`src/common/snoop_settings.svh`:
```
// ------------------------------------------------
// Sizes shared by every snooper block
// FIFO depth must be a power of two; pointers wrap naturally
// Count width must hold the depth itself (0..DEPTH)
// ------------------------------------------------
`ifndef SNOOP_SETTINGS_SVH
`define SNOOP_SETTINGS_SVH

`define SNOOP_NUM_CORES          2
`define SNOOP_PC_WIDTH           64
`define SNOOP_WORD_WIDTH         32
`define SNOOP_FIFO_DEPTH         32
`define SNOOP_PTR_WIDTH          5
`define SNOOP_COUNT_WIDTH        6
`define SNOOP_WORDS_PER_RECORD   6
`define SNOOP_DEFAULT_WATERMARK  6'd24
`define SNOOP_HEADER_MARK        8'hA5

`endif
```
`src/common/snoop_ctrl_pkg.sv`:
```
// ------------------------------------------------
// Capture states and configuration addresses
// ------------------------------------------------
package snoop_ctrl_pkg;

  // One state per record word, in write order
  typedef enum logic [2:0] {
    IDLE, HEADER, SRC_HI, SRC_LO, DST_HI, DST_LO, OPCODE
  } capture_state_t;

  // CTRL bit 0 selects the core, bit 1 enables the trigger
  typedef enum logic [1:0] {
    CTRL = 2'd0, WATERMARK = 2'd1, TRIG_LO = 2'd2, TRIG_HI = 2'd3
  } cfg_addr_t;

endpackage

```
`src/common/snoop_trace_pkg.sv`:
```
// ------------------------------------------------
// Trace field types and the FIFO word layout
// Header word is the first word of every six-word record
// ------------------------------------------------
`include "snoop_settings.svh"

package snoop_trace_pkg;

  typedef logic [1:0] priv_lvl_t;
  typedef logic [3:0] ctr_type_t;
  typedef logic [`SNOOP_WORD_WIDTH-1:0] trace_data_t;

  // Header layout, MSB first, 32 bits in total
  typedef struct packed {
    logic [7:0]  mark;
    logic [14:0] zero;
    logic        core_id;
    priv_lvl_t   priv_lvl;
    logic [1:0]  pad;
    ctr_type_t   ctr_type;
  } trace_header_t;

  // One FIFO word, seen as a header or as plain data
  typedef union packed {
    trace_header_t header;
    trace_data_t   data;
  } trace_word_u;

endpackage

```
`src/common/snoop_cfg_if.sv`:
```
// ------------------------------------------------
// Configuration register values to their consumers
// ------------------------------------------------
`timescale 1ns/1ps
`include "snoop_settings.svh"

interface snoop_cfg_if;
  logic                          core_sel;
  logic                          trig_en;
  logic [`SNOOP_PC_WIDTH-1:0]    trig_pc;
  logic [`SNOOP_COUNT_WIDTH-1:0] watermark;

  modport regs (output core_sel, trig_en, trig_pc, watermark);
  // Core multiplexer
  modport sel (input core_sel);
  // Trigger compare in the capture machine
  modport trig (input trig_en, trig_pc);
  // Fill level watermark
  modport level (input watermark);
endinterface

```
`src/common/snoop_trace_if.sv`:
```
// ------------------------------------------------
// Selected trace, already packed into 32-bit words
// ------------------------------------------------
`timescale 1ns/1ps
`include "snoop_settings.svh"

interface snoop_trace_if;
  logic                         valid;
  logic                         core_id;
  snoop_trace_pkg::priv_lvl_t   priv_lvl;
  snoop_trace_pkg::ctr_type_t   ctr_type;
  logic [`SNOOP_WORD_WIDTH-1:0] src_hi;
  logic [`SNOOP_WORD_WIDTH-1:0] src_lo;
  logic [`SNOOP_WORD_WIDTH-1:0] dst_hi;
  logic [`SNOOP_WORD_WIDTH-1:0] dst_lo;
  logic [`SNOOP_WORD_WIDTH-1:0] opcode;

  modport src (output valid, core_id, priv_lvl, ctr_type,
               src_hi, src_lo, dst_hi, dst_lo, opcode);
  modport dst (input valid, core_id, priv_lvl, ctr_type,
               src_hi, src_lo, dst_hi, dst_lo, opcode);
endinterface

```
`src/logic/trace_snooper_top.sv`:
```
// ------------------------------------------------
// Single clock domain, plain register and pop ports
// Traces that arrive while busy or without room are lost
// ------------------------------------------------
`timescale 1ns/1ps
`include "snoop_settings.svh"

module trace_snooper_top (
  input  logic                                               clk_i,
  input  logic                                               reset_i,
  // Per-core trace ports
  input  logic [`SNOOP_NUM_CORES-1:0]                        trace_valid_i,
  input  snoop_trace_pkg::priv_lvl_t [`SNOOP_NUM_CORES-1:0]  priv_lvl_i,
  input  snoop_trace_pkg::ctr_type_t [`SNOOP_NUM_CORES-1:0]  ctr_type_i,
  input  logic [`SNOOP_NUM_CORES-1:0][`SNOOP_PC_WIDTH-1:0]   pc_src_i,
  input  logic [`SNOOP_NUM_CORES-1:0][`SNOOP_PC_WIDTH-1:0]   pc_dst_i,
  input  logic [`SNOOP_NUM_CORES-1:0][`SNOOP_WORD_WIDTH-1:0] opcode_i,
  // Register write port
  input  logic                                               cfg_we_i,
  input  snoop_ctrl_pkg::cfg_addr_t                          cfg_addr_i,
  input  logic [`SNOOP_WORD_WIDTH-1:0]                       cfg_wdata_i,
  // Word read port
  input  logic                                               pop_i,
  output logic [`SNOOP_WORD_WIDTH-1:0]                       trace_word_o,
  output logic                                               empty_o,
  // Interrupts
  output logic                                               watermark_irq_o,
  output logic                                               trigger_irq_o
);

  logic                        push;
  snoop_trace_pkg::trace_word_u wdata;
  logic                        room;
  logic                        pop_accept;

  snoop_trace_if trace_if ();
  snoop_cfg_if   cfg_if ();

  snoop_cfg_regs i_cfg_regs (
    .clk_i       ( clk_i       ),
    .reset_i     ( reset_i     ),
    .cfg_we_i    ( cfg_we_i    ),
    .cfg_addr_i  ( cfg_addr_i  ),
    .cfg_wdata_i ( cfg_wdata_i ),
    .cfg         ( cfg_if      )
  );

  trace_select i_trace_select (
    .trace_valid_i ( trace_valid_i ),
    .priv_lvl_i    ( priv_lvl_i    ),
    .ctr_type_i    ( ctr_type_i    ),
    .pc_src_i      ( pc_src_i      ),
    .pc_dst_i      ( pc_dst_i      ),
    .opcode_i      ( opcode_i      ),
    .cfg           ( cfg_if        ),
    .trace         ( trace_if      )
  );

  snoop_capture_fsm i_capture (
    .clk_i         ( clk_i         ),
    .reset_i       ( reset_i       ),
    .trace         ( trace_if      ),
    .cfg           ( cfg_if        ),
    .room_i        ( room          ),
    .push_o        ( push          ),
    .wdata_o       ( wdata         ),
    .trigger_irq_o ( trigger_irq_o )
  );

  fifo_fill_counter i_fill_counter (
    .clk_i           ( clk_i           ),
    .reset_i         ( reset_i         ),
    .push_i          ( push            ),
    .pop_i           ( pop_i           ),
    .cfg             ( cfg_if          ),
    .pop_accept_o    ( pop_accept      ),
    .empty_o         ( empty_o         ),
    .room_o          ( room            ),
    .watermark_irq_o ( watermark_irq_o )
  );

  trace_fifo i_trace_fifo (
    .clk_i   ( clk_i        ),
    .reset_i ( reset_i      ),
    .push_i  ( push         ),
    .wdata_i ( wdata        ),
    .pop_i   ( pop_accept   ),
    .rdata_o ( trace_word_o )
  );

endmodule

```
`src/snooper/fifo_fill_counter.sv`:
```
// ------------------------------------------------
// Word count and the flags derived from it
// ------------------------------------------------
`timescale 1ns/1ps
`include "snoop_settings.svh"

module fifo_fill_counter (
  input  logic       clk_i,
  input  logic       reset_i,
  input  logic       push_i,
  input  logic       pop_i,
  snoop_cfg_if.level cfg,
  output logic       pop_accept_o,
  output logic       empty_o,
  output logic       room_o,
  output logic       watermark_irq_o
);

  logic [`SNOOP_COUNT_WIDTH-1:0] count_q;

  always_ff @(posedge clk_i) begin
    if (reset_i) begin
      count_q <= '0;
    end else begin
      case ({push_i, pop_accept_o})
        2'b10:   count_q <= count_q + 1'b1;
        2'b01:   count_q <= count_q - 1'b1;
        default: count_q <= count_q;
      endcase
    end
  end

  assign empty_o      = (count_q == '0);
  // Pops while empty are ignored
  assign pop_accept_o = pop_i && !empty_o;
  // Room for one whole record
  assign room_o = (int'(count_q) + `SNOOP_WORDS_PER_RECORD) <= `SNOOP_FIFO_DEPTH;
  assign watermark_irq_o = (count_q >= cfg.watermark);

endmodule

```
`src/snooper/trace_fifo.sv`:
```
// ------------------------------------------------
// First-word-fall-through word store, no full check
// Caller must gate push by room and pop by empty
// ------------------------------------------------
`timescale 1ns/1ps
`include "snoop_settings.svh"

module trace_fifo (
  input  logic                         clk_i,
  input  logic                         reset_i,
  input  logic                         push_i,
  input  snoop_trace_pkg::trace_word_u wdata_i,
  input  logic                         pop_i,
  output logic [`SNOOP_WORD_WIDTH-1:0] rdata_o
);

  logic [`SNOOP_WORD_WIDTH-1:0] mem [`SNOOP_FIFO_DEPTH];
  logic [`SNOOP_PTR_WIDTH-1:0]  wr_ptr_q;
  logic [`SNOOP_PTR_WIDTH-1:0]  rd_ptr_q;

  // Pointers wrap at the power-of-two depth
  always_ff @(posedge clk_i) begin
    if (reset_i) begin
      wr_ptr_q <= '0;
      rd_ptr_q <= '0;
    end else begin
      if (push_i) begin
        wr_ptr_q <= wr_ptr_q + 1'b1;
      end
      if (pop_i) begin
        rd_ptr_q <= rd_ptr_q + 1'b1;
      end
    end
  end

  always_ff @(posedge clk_i) begin
    if (push_i) begin
      mem[wr_ptr_q] <= wdata_i.data;
    end
  end

  // Head word, valid whenever the FIFO is not empty
  assign rdata_o = mem[rd_ptr_q];

endmodule

```
`src/snooper/snoop_capture_fsm.sv`:
```
// ------------------------------------------------
// Takes a trace only when idle with room for a record
// Anything else is dropped, there is no back-pressure
// ------------------------------------------------
`timescale 1ns/1ps
`include "snoop_settings.svh"

module snoop_capture_fsm (
  input  logic                        clk_i,
  input  logic                        reset_i,
  snoop_trace_if.dst                  trace,
  snoop_cfg_if.trig                   cfg,
  input  logic                        room_i,
  output logic                        push_o,
  output snoop_trace_pkg::trace_word_u wdata_o,
  output logic                        trigger_irq_o
);

  snoop_ctrl_pkg::capture_state_t state_q;
  snoop_ctrl_pkg::capture_state_t state_d;
  logic                           accept;
  logic                           trig_hit;
  logic                           trigger_q;

  // Latched record payload
  logic                           rec_core_q;
  snoop_trace_pkg::priv_lvl_t     rec_priv_q;
  snoop_trace_pkg::ctr_type_t     rec_type_q;
  logic [`SNOOP_WORD_WIDTH-1:0]   rec_src_hi_q;
  logic [`SNOOP_WORD_WIDTH-1:0]   rec_src_lo_q;
  logic [`SNOOP_WORD_WIDTH-1:0]   rec_dst_hi_q;
  logic [`SNOOP_WORD_WIDTH-1:0]   rec_dst_lo_q;
  logic [`SNOOP_WORD_WIDTH-1:0]   rec_opcode_q;

  assign accept = (state_q == snoop_ctrl_pkg::IDLE) && trace.valid && room_i;

  // ------------------------------------------------
  // Record sequencing
  // ------------------------------------------------
  always_comb begin
    case (state_q)
      snoop_ctrl_pkg::IDLE:   state_d = accept ? snoop_ctrl_pkg::HEADER : snoop_ctrl_pkg::IDLE;
      snoop_ctrl_pkg::HEADER: state_d = snoop_ctrl_pkg::SRC_HI;
      snoop_ctrl_pkg::SRC_HI: state_d = snoop_ctrl_pkg::SRC_LO;
      snoop_ctrl_pkg::SRC_LO: state_d = snoop_ctrl_pkg::DST_HI;
      snoop_ctrl_pkg::DST_HI: state_d = snoop_ctrl_pkg::DST_LO;
      snoop_ctrl_pkg::DST_LO: state_d = snoop_ctrl_pkg::OPCODE;
      default:                state_d = snoop_ctrl_pkg::IDLE;
    endcase
  end

  always_ff @(posedge clk_i) begin
    if (reset_i) begin
      state_q <= snoop_ctrl_pkg::IDLE;
    end else begin
      state_q <= state_d;
    end
  end

  always_ff @(posedge clk_i) begin
    if (accept) begin
      rec_core_q   <= trace.core_id;
      rec_priv_q   <= trace.priv_lvl;
      rec_type_q   <= trace.ctr_type;
      rec_src_hi_q <= trace.src_hi;
      rec_src_lo_q <= trace.src_lo;
      rec_dst_hi_q <= trace.dst_hi;
      rec_dst_lo_q <= trace.dst_lo;
      rec_opcode_q <= trace.opcode;
    end
  end

  // One word per busy state
  always_comb begin
    wdata_o = '0;
    push_o  = 1'b1;
    case (state_q)
      snoop_ctrl_pkg::HEADER: begin
        wdata_o.header.mark     = `SNOOP_HEADER_MARK;
        wdata_o.header.core_id  = rec_core_q;
        wdata_o.header.priv_lvl = rec_priv_q;
        wdata_o.header.ctr_type = rec_type_q;
      end
      snoop_ctrl_pkg::SRC_HI: wdata_o.data = rec_src_hi_q;
      snoop_ctrl_pkg::SRC_LO: wdata_o.data = rec_src_lo_q;
      snoop_ctrl_pkg::DST_HI: wdata_o.data = rec_dst_hi_q;
      snoop_ctrl_pkg::DST_LO: wdata_o.data = rec_dst_lo_q;
      snoop_ctrl_pkg::OPCODE: wdata_o.data = rec_opcode_q;
      default:                push_o       = 1'b0;
    endcase
  end

  // ------------------------------------------------
  // Trigger, checked on every valid trace
  // ------------------------------------------------
  // Trigger address goes through the same packing as the trace
  assign trig_hit =
      (trace.dst_hi == {1'b0, cfg.trig_pc[`SNOOP_PC_WIDTH-2:`SNOOP_WORD_WIDTH]}) &&
      (trace.dst_lo == {cfg.trig_pc[`SNOOP_WORD_WIDTH-1:1], 1'b0});

  always_ff @(posedge clk_i) begin
    if (reset_i) begin
      trigger_q <= 1'b0;
    end else begin
      trigger_q <= trace.valid && cfg.trig_en && trig_hit;
    end
  end

  assign trigger_irq_o = trigger_q;

endmodule

```
`src/snooper/trace_select.sv`:
```
// ------------------------------------------------
// Purely combinational core select
// PC bit 63 and bit 0 are dropped by the packing
// ------------------------------------------------
`timescale 1ns/1ps
`include "snoop_settings.svh"

module trace_select (
  input  logic [`SNOOP_NUM_CORES-1:0]                        trace_valid_i,
  input  snoop_trace_pkg::priv_lvl_t [`SNOOP_NUM_CORES-1:0]  priv_lvl_i,
  input  snoop_trace_pkg::ctr_type_t [`SNOOP_NUM_CORES-1:0]  ctr_type_i,
  input  logic [`SNOOP_NUM_CORES-1:0][`SNOOP_PC_WIDTH-1:0]   pc_src_i,
  input  logic [`SNOOP_NUM_CORES-1:0][`SNOOP_PC_WIDTH-1:0]   pc_dst_i,
  input  logic [`SNOOP_NUM_CORES-1:0][`SNOOP_WORD_WIDTH-1:0] opcode_i,
  snoop_cfg_if.sel                                           cfg,
  snoop_trace_if.src                                         trace
);

  logic [`SNOOP_PC_WIDTH-1:0] src_pc;
  logic [`SNOOP_PC_WIDTH-1:0] dst_pc;

  assign src_pc = pc_src_i[cfg.core_sel];
  assign dst_pc = pc_dst_i[cfg.core_sel];

  assign trace.valid    = trace_valid_i[cfg.core_sel];
  assign trace.core_id  = cfg.core_sel;
  assign trace.priv_lvl = priv_lvl_i[cfg.core_sel];
  assign trace.ctr_type = ctr_type_i[cfg.core_sel];
  assign trace.opcode   = opcode_i[cfg.core_sel];

  // High word keeps bits 62..32, low word clears bit 0
  assign trace.src_hi = {1'b0, src_pc[`SNOOP_PC_WIDTH-2:`SNOOP_WORD_WIDTH]};
  assign trace.src_lo = {src_pc[`SNOOP_WORD_WIDTH-1:1], 1'b0};
  assign trace.dst_hi = {1'b0, dst_pc[`SNOOP_PC_WIDTH-2:`SNOOP_WORD_WIDTH]};
  assign trace.dst_lo = {dst_pc[`SNOOP_WORD_WIDTH-1:1], 1'b0};

endmodule

```
`src/snooper/snoop_cfg_regs.sv`:
```
// ------------------------------------------------
// Write-only registers, no read back
// A write is visible the cycle after the strobe edge
// ------------------------------------------------
`timescale 1ns/1ps
`include "snoop_settings.svh"

module snoop_cfg_regs (
  input  logic                         clk_i,
  input  logic                         reset_i,
  input  logic                         cfg_we_i,
  input  snoop_ctrl_pkg::cfg_addr_t    cfg_addr_i,
  input  logic [`SNOOP_WORD_WIDTH-1:0] cfg_wdata_i,
  snoop_cfg_if.regs                    cfg
);

  always_ff @(posedge clk_i) begin
    if (reset_i) begin
      cfg.core_sel  <= 1'b0;
      cfg.trig_en   <= 1'b0;
      cfg.trig_pc   <= '0;
      cfg.watermark <= `SNOOP_DEFAULT_WATERMARK;
    end else if (cfg_we_i) begin
      case (cfg_addr_i)
        snoop_ctrl_pkg::CTRL: begin
          cfg.core_sel <= cfg_wdata_i[0];
          cfg.trig_en  <= cfg_wdata_i[1];
        end
        snoop_ctrl_pkg::WATERMARK: begin
          // Upper bits beyond the count width are ignored
          cfg.watermark <= cfg_wdata_i[`SNOOP_COUNT_WIDTH-1:0];
        end
        // Trigger address arrives as two halves
        snoop_ctrl_pkg::TRIG_LO: begin
          cfg.trig_pc[`SNOOP_WORD_WIDTH-1:0] <= cfg_wdata_i;
        end
        snoop_ctrl_pkg::TRIG_HI: begin
          cfg.trig_pc[`SNOOP_PC_WIDTH-1:`SNOOP_WORD_WIDTH] <= cfg_wdata_i;
        end
        default: begin
        end
      endcase
    end
  end

endmodule

```
`config.mk`:
```
export PLATFORM = sky130hd
export DESIGN_NAME = trace_snooper_top
export DESIGN_NICKNAME = d
export VERILOG_FILES = /design/src/common/snoop_ctrl_pkg.sv /design/src/common/snoop_trace_pkg.sv /design/src/common/snoop_cfg_if.sv /design/src/common/snoop_trace_if.sv /design/src/logic/trace_snooper_top.sv /design/src/snooper/fifo_fill_counter.sv /design/src/snooper/trace_fifo.sv /design/src/snooper/snoop_capture_fsm.sv /design/src/snooper/trace_select.sv /design/src/snooper/snoop_cfg_regs.sv
export VERILOG_INCLUDE_DIRS = /design/src /design/src/common
export SDC_FILE = /design/constraint.sdc
export NUM_CORES = 1
export LEC_CHECK = 0
export ABC_AREA = 1
export ABC_CLOCK_PERIOD_IN_PS = 5000
export BUFFER_PORTS_ARGS = -buffer_cell sky130_fd_sc_hd__buf_2
export CELL_PAD_IN_SITES_DETAIL_PLACEMENT = 0
export CELL_PAD_IN_SITES_GLOBAL_PLACEMENT = 2
export CORE_MARGIN = 2
export CORE_UTILIZATION = 35
export DETAILED_ROUTE_END_ITERATION = 6
export GPL_TIMING_DRIVEN = 1
export PLACE_DENSITY_LB_ADDON = 0.1
export REMOVE_ABC_BUFFERS = 1
export SYNTH_ARGS = -nofsm -noshare
export SYNTH_HDL_FRONTEND = slang
export SYNTH_SLANG_ARGS = --single-unit
```
`constraint.sdc`:
```
create_clock -name clk_i -period 5 [get_ports clk_i]
set_clock_uncertainty 0.15 [all_clocks]
set_input_delay 0.5 -clock clk_i [delete_from_list [all_inputs] [get_ports clk_i]]
set_output_delay 0.5 -clock clk_i [all_outputs]
set_load 0.02 [all_outputs]
```
==> flow_metrics.tcl, run 1 <==
set metrics [dict create \
    root_buffer "clkbuf_16" \
    crit_family "buffers and inverters" \
    syn_avg_cell_area_sq_um 11.3 \
    drv_cap 0 \
    finalCritPeriodShare_pct 81.3 \
    netlist.area_leader.share_pct 67.1 \
    firstDrtPassIters 5 \
    worstSetupPathType "reg -> out" \
    max_stage_delay_ns 0.52 \
    cp.depth 11 \
    grt_first_pass_wirelength_mm 260 \
    grt_pass1_vias 38100 \
    ff_latch_area_sq_mm 0.0376 \
    worstMarginPinSlew_ns 1.22 \
    holdWs_ns 0.0473 \
    wl_per_cell_microns 23.6 \
    ys_async_sr_fraction_pct 0 \
    core_region_area_sq_mm 0.151 \
    power_mw 31.2 \
    ir_worst_vdd_mv 0.414 \
    yosys_warnings 0 \
    synth.most_common_cell "edfxtp_1" \
    setup_tns_ns 0 \
    fin_crit_ns 4.06 \
    worst-path-buf-inv 3 \
    crit_slowest_cell "dfxtp_4" \
    start_kind "flop" \
    ys_top_cells_by_count "edfxtp_1, nand2_1, nor2_1" \
    max-clock-path-buffers 3 \
    crit_top_cell "nand2_1" \
    area_growth_pct 24.4 \
    arrival_ns 3.41 \
    hold_class "in -> reg" \
    drt-total-wl_mm 179 \
    reg2reg_to "i_trace_fifo.mem[10][21]$_DFFE_PP_" \
    synth-edff-count 1187 \
    holdPathEnd "i_capture.rec_src_hi_q[16]$_DFFE_PP_" \
    drive_gt1_share_pct 13.9 \
    ant_nets 0 \
    endpoint_kind "output port" \
    drc_errors 0 \
    syn_area_sq_mm 0.0532 \
    rrSetupSlack_ns 1.55 \
    grt_usage_pct 22.8 \
    die_area_sq_mm 0.155 \
    htree_levels 4 \
    place_congestion 0.816 \
    nets 5822 \
    worstPathRequired_ns 4.35 \
    timing.slew.headroom_pct 18.7 \
    reg2reg_from "i_capture.state_q[0]$_SDFF_PP0_" \
    ys_seq_area_share_pct 70.6 \
    fillers 14600 \
    clkTransAtPathRegs_ns 0.06 \
    rsz0062_at_grt "no" \
    cp_cell_sequence "inv_12, buf_4, nand2_1, nand3_1, nand2_1, a21oi_1, o31ai_1, nand2_1, nand2_1, nand2_1, buf_2" \
    setup-violations-final 0 \
    via_per_inst 5.05 \
    ys_types 35 \
    num_io_pins 407 \
    syn_inst 4704 \
    fin_util_pct 43.7 \
    grt_overflow 0 \
    path_max_fanout 114 \
    antenna_found_initial 22 \
    dieHeight_microns 394 \
    cts-buffers-inserted 145 \
    outcome "completed" \
    synth.area.top_cells "edfxtp_1, nand2_1, o21ai_0" \
    die_w_microns 394 \
    multi_input_area_sq_mm 0.0140 \
    yosys_most_used_dff "edfxtp_1" \
    report.final.slew_viol_count 0 \
    rows 143 \
    min_from "pc_src_i[112]" \
    ys_seq_elements 1282 \
    cts_tree "done" \
    vias 38300 \
    cts.sinks 1282 \
    start_util_pct 35.1 \
    drtIter0Drc 2371 \
    dpl.hpwl_mm 107 \
    reg2reg_depth 9 \
    hold-path-cell-count 3 \
    fmax_ghz 0.246 \
    p_leak_nw 24.5 \
    finalHoldViolations 0 \
    grt_max_degree 140 \
    io_buffers 398 \
    yosysTopAreaCell "edfxtp_1" \
    power_density_mw_per_mm2 472 \
    cts_resized 0 \
    clock_latency_ns 0.78 \
]
==> tightest hold or removal path: cells and delay by family <==
kind / cells / cell delay, ns
buffers and inverters: 1 / 0.08
and+or+nand+nor: 2 / 0.24
==> sequential cells by signal (all words and copies together) (netlist names), named ones only <==
name and flops:
i_capture.rec_priv_q 2, i_capture.rec_src_lo_q 31, i_trace_fifo.rd_ptr_q 5, i_capture.rec_core_q 1
i_fill_counter.count_q 6, i_cfg_regs.cfg.watermark 6, i_capture.trigger_irq_o 1, i_cfg_regs.cfg.trig_pc 62
i_capture.state_q 3, i_cfg_regs.cfg.core_sel 1, i_capture.rec_src_hi_q 31, i_cfg_regs.cfg.trig_en 1
i_trace_fifo.mem 1024, i_capture.rec_opcode_q 32, i_trace_fifo.wr_ptr_q 5, i_capture.rec_dst_lo_q 31
i_capture.rec_dst_hi_q 31, i_capture.rec_type_q 4
==> how the worst max path moves through the flow <==
stage	slack, ns	endpoint	startpoint
final	0.94	trace_word_o[24]	flop
after global routing	0.61	trace_word_o[24]	flop
after CTS	0.84	trace_word_o[15]	flop
after detailed placement	1.51	i_trace_fifo.mem[10][2]$_DFFE_PP_	i_capture.state_q[2]$_SDFF_PP0_
after global placement	1.51	i_trace_fifo.mem[10][1]$_DFFE_PP_	i_capture.state_q[2]$_SDFF_PP0_
after floorplan	-11.65	trace_word_o[11]	flop
==> cell families after synthesis <==
| logic type | after synthesis | synth area share, % |
|---|---|---|
| simple gates | 2047 | 15.2 |
| flops | 1282 | 70.6 |
| compound gates | 931 | 10.3 |
| buf+inv | 423 | 3.41 |
| fa+ha+maj | 15 | 0.353 |
| xor+xnor | 6 | 0.0989 |
==> final cells by class <==
cell class | count | share of cell area (%)
Tap cell | 2030 | 3.84
Inverter | 131 | 0.802
Sequential cell | 1282 | 56.8
Clock buffer | 186 | 5.91
Multi-Input combinational cell | 2999 | 21.2
Timing Repair Buffer | 876 | 10.3
Antenna cell | 6 | 0.0227
Clock inverter | 75 | 1.06
==> report_power, final <==
| part | switching (mW) | leakage [nW] | internal, mW |
|---|---|---|---|
| sequential | 0.289 | 11.8 | 13.3 |
| combinational | 5.18 | 10.4 | 2.01 |
| clock | 4.34 | 2.26 | 6.09 |
| total | 9.81 | 24.5 | 21.4 |
==> cells in the final DEF (no fill, tap or decap), drive strengths merged <==
cell and instances:
and2 1, ha 15, xnor2 2, bufinv 11
nand4 26, o21a 2, nor3 8, dlygate4sd3 353
inv 133, nor3b 1, o221ai 96, o2111ai 1
xor2 4, diode 6, clkinv 62, dfxtp 95
clkbuf 186, nor2 630, o211ai 106, a21o 1
o31ai 32, buf 523, a221oi 19, edfxtp 1187
a31oi 1, a21oi 148, a22oi 15, nand3b 2
nand3 237, a22o 1, o21ai 509, nand2 1142
==> what timing repair did <==
item                                    CTS  global route
hold endpoints to repair                235             0
buffers inserted                          0             0
hold buffers                            353             0
endpoints found under the setup margin    0             0
==> stage by stage <==
| stage | cells | setup WS, ns | cell area [sq um] |
|---|---|---|---|
| after floorplan | 4412 | -11.65 | 51800 |
| after global placement | 6965 | 1.51 | 58000 |
| after detailed placement | 6965 | 1.51 | 58000 |
| after CTS | 7579 | 0.837 | 66100 |
| after global routing | 7581 | 0.615 | 66100 |
| final | 7585 | 0.936 | 66100 |
==> layer usage <==
layer / GRT usage [%] / wire length [microns]
met1: 30.5 / 80300
met2: 38.8 / 87100
met3: 3.74 / 7980
met4: 5.45 / 3470
met5: 0 / 174
Power figures use the tool's default switching activity.
==> inputs of run 2 (changes only) <==
--- a/config.mk
+++ b/config.mk
@@ -6,8 +6,8 @@
 export SDC_FILE = /design/constraint.sdc
 export NUM_CORES = 1
 export LEC_CHECK = 0
-export ABC_AREA = 1
-export ABC_CLOCK_PERIOD_IN_PS = 5000
+export ABC_AREA = 0
+export ABC_CLOCK_PERIOD_IN_PS = 3800
 export BUFFER_PORTS_ARGS = -buffer_cell sky130_fd_sc_hd__buf_2
 export CELL_PAD_IN_SITES_DETAIL_PLACEMENT = 0
 export CELL_PAD_IN_SITES_GLOBAL_PLACEMENT = 2
==> constraint.sdc (replaced) <==
create_clock -name clk_i -period 3.8 [get_ports clk_i]
set_clock_uncertainty 0.15 [all_clocks]
set_input_delay 0.38 -clock clk_i [delete_from_list [all_inputs] [get_ports clk_i]]
set_output_delay 0.38 -clock clk_i [all_outputs]
set_load 0.02 [all_outputs]
==> flow_metrics.tcl, run 2 <==
set metrics [dict create \
    fin_crit_ns 3.70 \
    grt_usage_pct 20.3 \
    worstPathRequired_ns 3.27 \
    synth.area.top_cells "edfxtp_1, mux4_2, mux2_2" \
    place_inst 4917 \
    antenna_found_initial 5 \
    worstSetupPathType "reg -> out" \
    met3_length_mm 7.53 \
    ys_top_cells_by_count "edfxtp_1, mux4_2, mux2_2" \
    max-clock-path-buffers 3 \
    start_util_pct 35.3 \
    grt_max_degree 80 \
    syn_area_sq_mm 0.0513 \
    final_cells 5557 \
    syn_avg_cell_area_sq_um 19.9 \
    drive_gt1_share_pct 38.0 \
    rows 140 \
    die_w_microns 387 \
    fmax_ghz 0.270 \
    largestRegisters "i_trace_fifo.mem (1024), i_cfg_regs.cfg.trig_pc (62), i_capture.rec_opcode_q (32)" \
    yosysTopAreaCell "edfxtp_1" \
    ys_async_sr_fraction_pct 0 \
    holdPathEnd "i_capture.trigger_irq_o$_SDFF_PP0_" \
    min_from "pc_dst_i[75]" \
    clkTransAtPathRegs_ns 0.06 \
    ys_seq_area_share_pct 73.1 \
    dr_wl_met2_mm 75.5 \
    finalCritPeriodShare_pct 97.5 \
    clock_latency_ns 0.76 \
    grt_first_pass_wirelength_mm 216 \
    ir_worst_vdd_mv 0.450 \
    pre_cts_slack_ns 0.577 \
    wl_met1_mm 64.8 \
    outcome "completed" \
    p_leak_nw 22.0 \
    ys_seq_elements 1282 \
    final_common_cell "edfxtp_1" \
    hold_class "in -> reg" \
    cts-buffers-inserted 142 \
    cts.sinks 1282 \
    fin_ws_ns 0.0955 \
    ys_types 51 \
    syn_inst 2583 \
    num_io_pins 407 \
    synth-edff-count 1187 \
    io_buffers 398 \
    endpoint_kind "output port" \
    wl_per_cell_microns 27.3 \
    cts_tree "done" \
    setup-violations-final 0 \
    yosys_warnings 0 \
    area_growth_pct 27.9 \
    drtIter0Drc 1983 \
    power_density_mw_per_mm2 577 \
    place_congestion 0.754 \
    largest_reg_flops 1024 \
    ant_nets 0 \
    yosys_most_used_dff "edfxtp_1" \
    rrSetupSlack_ns 0.78 \
    drt-total-wl_mm 151 \
    nets 3904 \
    fillers 12500 \
    regMostFlops "i_trace_fifo.mem" \
    die_area_sq_mm 0.150 \
    netlist.area_leader.share_pct 69.4 \
    grt_overflow 0 \
    htree_levels 4 \
    via_per_inst 5.09 \
    reg2reg_to "i_trace_fifo.mem[0][8]$_DFFE_PP_" \
    rsz0062_at_grt "yes" \
    dpl.hpwl_mm 91.7 \
    worstMarginPinSlew_ns 1.32 \
    synth.most_common_cell "edfxtp_1" \
    root_buffer "clkbuf_16" \
    arrival_ns 3.17 \
    layout_common_cells "edfxtp_1, buf_2, dlygate4sd3_1" \
    finalHoldViolations 0 \
    top_layer "met5" \
    drc_errors 0 \
    dieHeight_microns 387 \
    vias 28300 \
    start_kind "flop" \
    timing.slew.headroom_pct 12.1 \
    path_max_fanout 13 \
    core_region_area_sq_mm 0.146 \
    reg2reg_depth 7 \
    grt_pass1_vias 30200 \
    report.final.slew_viol_count 0 \
    reg2reg_from "i_capture.state_q[2]$_SDFF_PP0_" \
    drv_cap 0 \
    hold-path-cell-count 6 \
    setup_tns_ns 0 \
    firstDrtPassIters 5 \
]
[run 2: cell count changes in the layout (fill, tap and decap cells not counted), sizes merged, moves of 52 or more]
cell    delta
nand2    -969
mux4     +320
a21oi     -68
o211ai   -106
xor2      +52
buf       +56
o221ai    -79
nor2     -548
inv       -99
mux2     +198
nand3    -232
o21ai    -492
[run 2: worst max path at each step]
stage	from	to	slack, ns	depth (start not counted)
after floorplan	flop	trace_word_o[0]	-8.62	3
after global placement	flop	trace_word_o[0]	0.59	6
after detailed placement	flop	trace_word_o[0]	0.58	6
after CTS	flop	trace_word_o[25]	-0.02	7
after global routing	flop	trace_word_o[30]	-0.01	7
final	flop	trace_word_o[7]	0.1	8
[run 2: report_power, final]
group	total [mW]	switching, mW	leakage (nW)	internal [mW]
registers	16.7	0.233	11.8	16.5
clock network	13.4	5.60	2.23	7.76
logic	7.85	4.00	7.95	3.86
total	37.9	9.83	22.0	28.1
[run 2: critical path, stage by stage (launching register included)]
cell and delay [ns]:
dfxtp_4 0.38, buf_12 0.14, buf_16 0.18, buf_4 0.15, buf_4 0.10, mux4_2 0.47, mux4_2 0.49, mux2_4 0.32
buf_2 0.17
[run 2: cell families after synthesis]
group	count (synthesis)	share of synthesized area, %
buffers and inverters	174	1.41
AOI/OAI and AO/OA	168	2.06
and+or+nand+nor	316	2.65
DFF	1282	73.1
xor gates and xnor gates	69	1.18
muxes	559	19.2
adders and majority gates	15	0.366
[run 2: per-layer routing]
metal,vias up,GRT usage [%]
met5,-,0
met4,2,5.84
met3,196,3.69
met2,843,34.3
met1,14800,26.8
li1,12400,-
[run 2: what timing repair did]
item | CTS | global route
buffers inserted | 9 | 2
gates cloned | 1 | 1
endpoints found under the hold margin | 239 | 0
endpoints found under the setup margin | 30 | 13
hold buffers | 360 | 0
gates resized for setup | 4 | 12
[run 2: cell type report]
type | count | area [sq um] | area share [%]
Antenna cell | 7 | 17.5 | 0.0267
Clock buffer | 175 | 3770 | 5.74
Clock inverter | 85 | 748 | 1.14
Inverter | 24 | 90.1 | 0.137
Multi-Input combinational cell | 1127 | 13500 | 20.6
Sequential cell | 1282 | 37600 | 57.2
Tap cell | 1917 | 2400 | 3.65
Timing Repair Buffer | 940 | 7540 | 11.5
[run 2: through the flow]
step	instance area, sq um	hold slack, ns	power [mW]	utilization [%]
final	65700	0.102	37.9	45.1
after global routing	65700	0.110	39.4	45.1
after CTS	65500	0.0468	38.4	45.0
after detailed placement	57300	0.301	24.4	39.3
after global placement	57300	0.292	24.3	39.3
after floorplan	50700	0.280	21.2	-
